## src/design/dac_pkg.sv

```systemverilog
// Widths, fixed-point types, bus structs and register map of the DAC scaler
// Scaled results wrap on overflow and are never saturated

package dac_pkg;

  localparam int CHANNELS = 4;
  localparam int PARALLEL_SAMPLES = 2; // Samples per channel per beat
  localparam int SAMPLE_WIDTH = 16;
  localparam int SCALE_WIDTH = 18;
  localparam int SCALE_INT_BITS = 2;
  localparam int SCALE_FRAC_BITS = 16;
  localparam int OFFSET_WIDTH = 14;
  localparam int PIPE_LATENCY = 5; // data_in to data_out in cycles
  localparam int AXIL_ADDR_WIDTH = 8;
  localparam int AXIL_DATA_WIDTH = 32;
  localparam int AXIL_STRB_WIDTH = AXIL_DATA_WIDTH / 8;
  localparam int CHAN_IDX_WIDTH = $clog2(CHANNELS);
  localparam int PRODUCT_WIDTH = SAMPLE_WIDTH + SCALE_WIDTH;

  typedef logic signed [SAMPLE_WIDTH-1:0] sample_t; // 0Q16
  typedef logic signed [SCALE_WIDTH-1:0] scale_t; // 2Q16
  typedef logic signed [OFFSET_WIDTH-1:0] offset_t; // 0Q14
  typedef logic signed [PRODUCT_WIDTH-1:0] product_t; // 2Q32
  typedef logic signed [PRODUCT_WIDTH:0] sum_t; // 3Q32
  typedef logic [AXIL_ADDR_WIDTH-1:0] axil_addr_t;
  typedef logic [AXIL_DATA_WIDTH-1:0] axil_data_t;
  typedef logic [AXIL_STRB_WIDTH-1:0] axil_strb_t;
  typedef logic [1:0] axil_resp_t;

  localparam scale_t SCALE_RESET = scale_t'(1 << SCALE_FRAC_BITS); // 1.0
  localparam axil_addr_t REG_COMMIT_ADDR = 8'h40; // Scale at 8c, offset at 8c+4
  localparam axil_resp_t AXIL_RESP_OKAY = 2'b00;
  localparam axil_resp_t AXIL_RESP_SLVERR = 2'b10;

  typedef struct packed {
    scale_t  scale;
    offset_t offset;
  } scale_offset_t;

  typedef scale_offset_t [CHANNELS-1:0] channel_cfg_t;

  localparam scale_offset_t CFG_RESET = '{scale: SCALE_RESET, offset: '0};

  typedef struct packed {
    logic [CHANNELS-1:0]                             valid;
    sample_t [CHANNELS-1:0][PARALLEL_SAMPLES-1:0] data;
  } sample_bus_t;

  typedef struct packed {
    logic       awvalid;
    axil_addr_t awaddr;
    logic       wvalid;
    axil_data_t wdata;
    axil_strb_t wstrb;
    logic       bready;
    logic       arvalid;
    axil_addr_t araddr;
    logic       rready;
  } axil_req_t;

  typedef struct packed {
    logic       awready;
    logic       wready;
    logic       bvalid;
    axil_resp_t bresp;
    logic       arready;
    logic       rvalid;
    axil_data_t rdata;
    axil_resp_t rresp;
  } axil_rsp_t;

endpackage
```

## src/design/scale_regs_axil.sv

```systemverilog
// AXI4-Lite shadow registers for per-channel scale and offset
// Address and data must arrive together; at most 8 channels fit below commit

module scale_regs_axil
  import dac_pkg::*;
(
  input  logic         clk,
  input  logic         reset,
  input  axil_req_t    axil_req,
  output axil_rsp_t    axil_rsp,
  output channel_cfg_t cfg,
  output logic         cfg_load
);

  typedef struct packed {
    logic                      reg_hit; // Scale or offset register
    logic                      commit;
    logic                      is_offset;
    logic [CHAN_IDX_WIDTH-1:0] chan;
  } reg_sel_t;

  channel_cfg_t shadow;
  reg_sel_t     aw_sel;
  reg_sel_t     ar_sel;
  logic         aw_accept;
  logic         ar_accept;
  axil_data_t   wr_current;
  axil_data_t   wr_merged;
  axil_data_t   rd_value;

  logic         bvalid;
  axil_resp_t   bresp;
  logic         rvalid;
  axil_data_t   rdata;
  axil_resp_t   rresp;

  function automatic reg_sel_t decode(axil_addr_t addr);
    reg_sel_t sel;
    sel.reg_hit = (addr < axil_addr_t'(8 * CHANNELS)) && (addr[1:0] == 2'b00);
    sel.commit = (addr == REG_COMMIT_ADDR);
    sel.is_offset = addr[2]; // Offset sits 4 bytes above its scale
    sel.chan = addr[3 +: CHAN_IDX_WIDTH];
    return sel;
  endfunction

  // Shadow value sign-extended to the bus width
  function automatic axil_data_t reg_value(channel_cfg_t regs, reg_sel_t sel);
    axil_data_t value;
    offset_t    off;
    scale_t     scl;
    value = '0;
    off = regs[sel.chan].offset;
    scl = regs[sel.chan].scale;
    if (sel.reg_hit) begin
      if (sel.is_offset) begin
        value = {{(AXIL_DATA_WIDTH-OFFSET_WIDTH){off[OFFSET_WIDTH-1]}}, off};
      end else begin
        value = {{(AXIL_DATA_WIDTH-SCALE_WIDTH){scl[SCALE_WIDTH-1]}}, scl};
      end
    end
    return value;
  endfunction

  function automatic axil_data_t merge_bytes(axil_data_t old_val, axil_data_t new_val,
                                             axil_strb_t strb);
    axil_data_t result;
    result = old_val;
    for (int b = 0; b < AXIL_STRB_WIDTH; b++) begin
      if (strb[b]) begin
        result[8*b +: 8] = new_val[8*b +: 8];
      end
    end
    return result;
  endfunction

  assign aw_sel = decode(axil_req.awaddr);
  assign ar_sel = decode(axil_req.araddr);

  assign aw_accept = axil_req.awvalid && axil_req.wvalid && !bvalid; // One write in flight
  assign ar_accept = axil_req.arvalid && !rvalid;

  assign wr_current = reg_value(shadow, aw_sel);
  assign wr_merged = merge_bytes(wr_current, axil_req.wdata, axil_req.wstrb);
  assign rd_value = reg_value(shadow, ar_sel);

  always_ff @(posedge clk) begin
    if (reset) begin
      bvalid <= 1'b0;
      rvalid <= 1'b0;
      cfg_load <= 1'b0;
      for (int c = 0; c < CHANNELS; c++) begin
        shadow[c] <= CFG_RESET;
      end
    end else begin
      cfg_load <= aw_accept && aw_sel.commit; // Rises with bvalid

      if (aw_accept) begin
        bvalid <= 1'b1;
      end else if (axil_req.bready) begin
        bvalid <= 1'b0;
      end

      if (ar_accept) begin
        rvalid <= 1'b1;
      end else if (axil_req.rready) begin
        rvalid <= 1'b0;
      end

      if (aw_accept && aw_sel.reg_hit) begin
        if (aw_sel.is_offset) begin
          shadow[aw_sel.chan].offset <= wr_merged[OFFSET_WIDTH-1:0];
        end else begin
          shadow[aw_sel.chan].scale <= wr_merged[SCALE_WIDTH-1:0];
        end
      end
    end
  end

  always_ff @(posedge clk) begin
    if (aw_accept) begin
      bresp <= (aw_sel.reg_hit || aw_sel.commit) ? AXIL_RESP_OKAY : AXIL_RESP_SLVERR;
    end
    if (ar_accept) begin
      rdata <= rd_value; // Commit and unmapped read as zero
      rresp <= (ar_sel.reg_hit || ar_sel.commit) ? AXIL_RESP_OKAY : AXIL_RESP_SLVERR;
    end
  end

  always_comb begin
    axil_rsp.awready = aw_accept;
    axil_rsp.wready = aw_accept;
    axil_rsp.bvalid = bvalid;
    axil_rsp.bresp = bresp;
    axil_rsp.arready = ar_accept;
    axil_rsp.rvalid = rvalid;
    axil_rsp.rdata = rdata;
    axil_rsp.rresp = rresp;
  end

  assign cfg = shadow; // Sampled by the datapath only on cfg_load

endmodule

```

## config.mk

```make
export PLATFORM = sky130hd
export DESIGN_NAME = scale_regs_axil
export DESIGN_NICKNAME = d
export VERILOG_FILES = /design/src/design/dac_pkg.sv /design/src/design/scale_regs_axil.sv
export SDC_FILE = /design/constraint.sdc
export NUM_CORES = 1
export LEC_CHECK = 0
export BUFFER_PORTS_ARGS = -buffer_cell sky130_fd_sc_hd__buf_2
export CORE_MARGIN = 2
export CORE_UTILIZATION = 40
export CTS_CLUSTER_SIZE = 24
export DETAILED_ROUTE_END_ITERATION = 8
export PLACE_DENSITY = 0.68
export SETUP_SLACK_MARGIN = 0.02
export SKIP_LAST_GASP = 1
export SLEW_MARGIN = 10
export SYNTH_ARGS = -nofsm -noshare
export SYNTH_HDL_FRONTEND = slang
export SYNTH_SLANG_ARGS = --single-unit
export TNS_END_PERCENT = 30
```

## constraint.sdc

```tcl
create_clock -name clk -period 4 [get_ports clk]
set_clock_uncertainty 0.05 [all_clocks]
set_input_delay 0.8 -clock clk [delete_from_list [all_inputs] [get_ports clk]]
set_output_delay 0.8 -clock clk [all_outputs]
set_load 0.01 [all_outputs]
```

# Word level (Yosys, flattened, before mapping)
# Cells that the tools add are included.
# Widths: inputs -> output; s select.
word_totals:
  regBits: 167
  inputBits: 59
  out_inout_bits: 170
op_classes:
  order_cmp: 5
  eq_ne: 2
  muxes: 23
  reduce_logical: 16
ops:
  columns: ["op", "n"]
  rows:
  - ["$bwmux 128", 2]
  - ["$bmux 32 s2", 2]
  - ["$demux 32 s2", 2]
  - ["$mux 128", 1]
  - ["$mux 32", 4]
  - ["$mux 18", 2]
  - ["$eq 8x7->1 const B", 2]
  - ["$lt 8x6->1 const B", 2]
  - ["$mux 8", 2]
  - ["$mux 14", 1]
  - ["$logic_and 1x1->1", 8]
  - ["$lt 2x3->1 const B", 2]
  - ["$mux 2", 3]
  - ["$logic_not 2->1", 2]
  - ["$mux 1", 4]
  - ["$reduce_bool 2->1", 2]
  - ["$ge 2x1->1 const B", 1]
  - ["$logic_not 1->1", 2]
  - ["$logic_or 1x1->1", 2]

# Logic depth before layout (Yosys ltp)
logic_depth:
  word_depth: 7
  depth_mapped: 9
  depth_no_buf: 4

# Worst setup path after synthesis
# No wires, ideal clock.
synth_path:
  kind: "input -> output"
  from: "input axil_req[9] (netlist name)"
  to: "output axil_rsp[35] (netlist name)"
  t_arrival_ps: 1992
  t_required_ps: 3150
  path_slack_ps: 1158
  stages: 2
  path_buffers: 1
  cell_sequence: "nor2b_1 -> buf_4"
synth_lines:
  columns: ["item", "line", "rtl"]
  rows:
  - ["from (decl)", "scale_regs_axil.sv:9", "input axil_req_t axil_req,"]
  - ["to (decl)", "scale_regs_axil.sv:10", "output axil_rsp_t axil_rsp,"]

# Worst setup path after layout
layout_path:
  from: "input axil_req[50] (netlist name)"
  to: "register shadow, in the netlist cfg[108]"
layout_via:
  elab_chain_cells: 6
layout_lines:
  columns: ["item", "line", "rtl"]
  rows:
  - ["$lt 8x6->1", "scale_regs_axil.sv:39", "sel.reg_hit = (addr < axil_addr_t'(8 * CHANNELS)) && (addr[1:0] == 2'b00);"]
  - ["$logic_and 1x1->1", "scale_regs_axil.sv:39", null]
  - ["$mux 18", "scale_regs_axil.sv:54", "if (sel.reg_hit) begin"]
  - ["$mux 8", "scale_regs_axil.sv:69", "if (strb[b]) begin"]
  - ["$bwmux 128", "scale_regs_axil.sv:111", "shadow[aw_sel.chan].offset <= wr_merged[OFFSET_WIDTH-1:0];"]
  - ["$mux 128", "scale_regs_axil.sv:110", "if (aw_sel.is_offset) begin"]
  - ["to (decl)", "scale_regs_axil.sv:22", "channel_cfg_t shadow;"]
# Several ways; a longest one is shown, not always the timed one.
# A chain may end at the register's enable or synchronous reset.

==> impl_metrics.toml <==
[outcome]
status = "completed"

[sta]
setup-violations-final = 0
timing.fmax_mhz = 356
holdWs_ns = 0.460
slew_headroom = 0.271
setup_slack_ns = 1.19
rsz0062_at_grt = "no"
hold_viol = 0
post-route-period-util = 0.703
slew_violations = 0
tightest_slew_ns = 1.09
tns_ns = 0
layout_min_cycle_time_ns = 2.81

[yosys]
syn_avg_cell_area_sq_um = 11.2
synth_cell_types = 40
ys_seq_area_frac = 0.416
syn-instance-count = 692
yosys_warnings = 0
async_reset_ff_frac = 0
synth.area.top_cells = "dfxtp_1 (34%), mux4_2 (18%), nand3b_1 (12%), o21ai_0 (8.2%), edfxtp_1 (7.8%)"
synth-edff-count = 20
synth.largest_area_cell = "dfxtp_1"
synth_top_cell_area_share = 0.339
synth_most_common_cell = "dfxtp_1"
synth.cell_area_sq_mm = 0.00774
ys_seq_elements = 151
ys.flop_type = "dfxtp_1"
synth_common_cells = "dfxtp_1 (131), o21ai_0 (127), nand3b_1 (122)"

[cells_and_area]
nets = 923
diodes = 0
fillers = 1699
drive_gt1_frac = 0.418
syn_to_final_growth_pct = 22.7
final_util = 0.504

[grt]
grtUsageMet1 = 0.348
grt_pass1_wl_um = 38900
grt_overflow = 0
grt_antenna_before_repair = 0
use_met2 = 0.407
grt.busiest_layer = "met2"
grt_pass1_vias = 6475
use_met3 = 0.0486
grt_max_degree = 82
track_usage = 0.255

[cts]
ctsHoldBuffers = 0
root_buffer = "clkbuf_16"
cts_resized = 0
numCtsBuffers = 17
post_cts_buffers = 0
cts_tree = "done"
cts_buffer_depth = 2
cts_num_sinks = 151
clk_pin_slew_ns = 0.06
clock_latency_ns = 0.43
htree_num_levels = 4

[detailed_routing]
route.detailed.drc = 0
num_vias = 6686
first_iter_violations = 691
drt-vias-per-instance = 5.88
drt-total-wl_um = 25600
drt_first_pass_iters = 5
wl_per_cell_um = 22.5
postRouteAntennaNets = 0

[pwr]
power.switching_mw = 0.814
leakage_nw = 3.76
power_mw = 3.44
seq_power_share = 0.451
swShare = 0.236
pwr-share-comb = 0.069
ir_drop_mv = 0.297
clockPowerShare = 0.480
p_int_mw = 2.63
powerDensity_mw_per_mm2 = 363

[placement]
dp_hpwl_um = 17100
place_ws_ns = 0.780
port_buffers = 211
gp_congestion = 0.841

[floorplan]
start_util = 0.411
pin_count = 229
core_sq_mm = 0.0188
std_cell_rows = 50
die_height_um = 143
dieArea_sq_mm = 0.0205
die_w_um = 143

[hold_path]
hp-start = "bvalid"
hold_class = "reg2reg"

[worst_setup_path]
cp-end-kind = "flop"
crit_path_max_fanout = 36
crit_arrival_ns = 3.05
r2r_start = "bvalid"
cp.required_ns = 4.24
startpoint_type = "primary input"
path_class = "in2reg"
setup.worst_path.start = "axil_req[50]"

[run]
cap_violations = 0
[routing by layer]
metal / vias to the layer above / part of all wire
li1: 2980 / -
met1: 3296 / 0.42
met2: 362 / 0.48
met3: 48 / 0.084
met4: 0 / 0.024
met5: - / 0
[sequential cells by signal (all words and copies together) (netlist names)]
name      flops
rvalid        1
bvalid        1
cfg         128
rresp         1
cfg_load      1
bresp         1
rdata        18
[metrics by stage]
step,area [sq um],instances
finish,9500,1137
global route,9500,1137
CTS,9500,1137
detailed placement,8900,1105
global placement,8900,1105
floorplan,7740,693
[power by group through the flow]
stage                     Combinational, mW  Clock [mW]  Sequential (mW)
after CTS                             0.237        1.67             1.55
after detailed placement              0.236           0             1.59
after global routing                  0.253        1.74             1.55
after floorplan                       0.158           0             1.59
after global placement                0.234           0             1.59
final                                 0.237        1.65             1.55
[final cells by class]
class / count / area, sq um / share of cell area
Timing Repair Buffer: 236 / 1260 / 0.132
Multi-Input combinational cell: 456 / 4090 / 0.430
Inverter: 2 / 7.51 / 0.000791
Clock buffer: 18 / 429 / 0.0452
Clock inverter: 14 / 169 / 0.0178
Tap cell: 260 / 325 / 0.0343
Sequential cell: 151 / 3220 / 0.339
[layout by cell type (no fill, tap or decap), types with 2 or more instances in the layout]
master	count
mux2_2	19
o311ai_0	4
nand4b_1	2
a22oi_2	10
mux2i_1	18
dfxtp_1	131
buf_4	24
buf_2	211
a21oi_1	7
nand3b_1	122
o21ai_0	127
a22oi_1	7
bufinv_16	3
o21ai_1	2
clkinv_2	3
nor4_4	2
nor4_1	3
nand4_1	6
inv_6	5
nand2b_1	7
or2_2	4
nand3_1	6
mux4_2	62
nor2b_1	9
clkbuf_16	17
edfxtp_1	20
inv_1	2
nand2_1	8
nor2_1	17
conb_1	2
[critical path, stage by stage]
cell,delay (ns)
buf_2,0.70
mux4_2,0.59
mux2_2,0.27
a22oi_1,0.47
o21ai_0,0.19
[logic make-up after synthesis]
group,count (synthesis),share of synthesized area
other cells,1,0.000485
flops,151,0.416
mux,99,0.231
buf+inv,86,0.0564
simple gates,194,0.175
compound gates,161,0.120
[final timing paths]
check,cells after the start,to,slack (ns)
setup / recovery,5,cfg[108],1.19
hold / removal,2,bvalid,0.46
hold reg to reg,2,bvalid,0.46
setup reg to reg,4,cfg[49],1.77
Note: power is estimated with default switching activity, not from simulation.
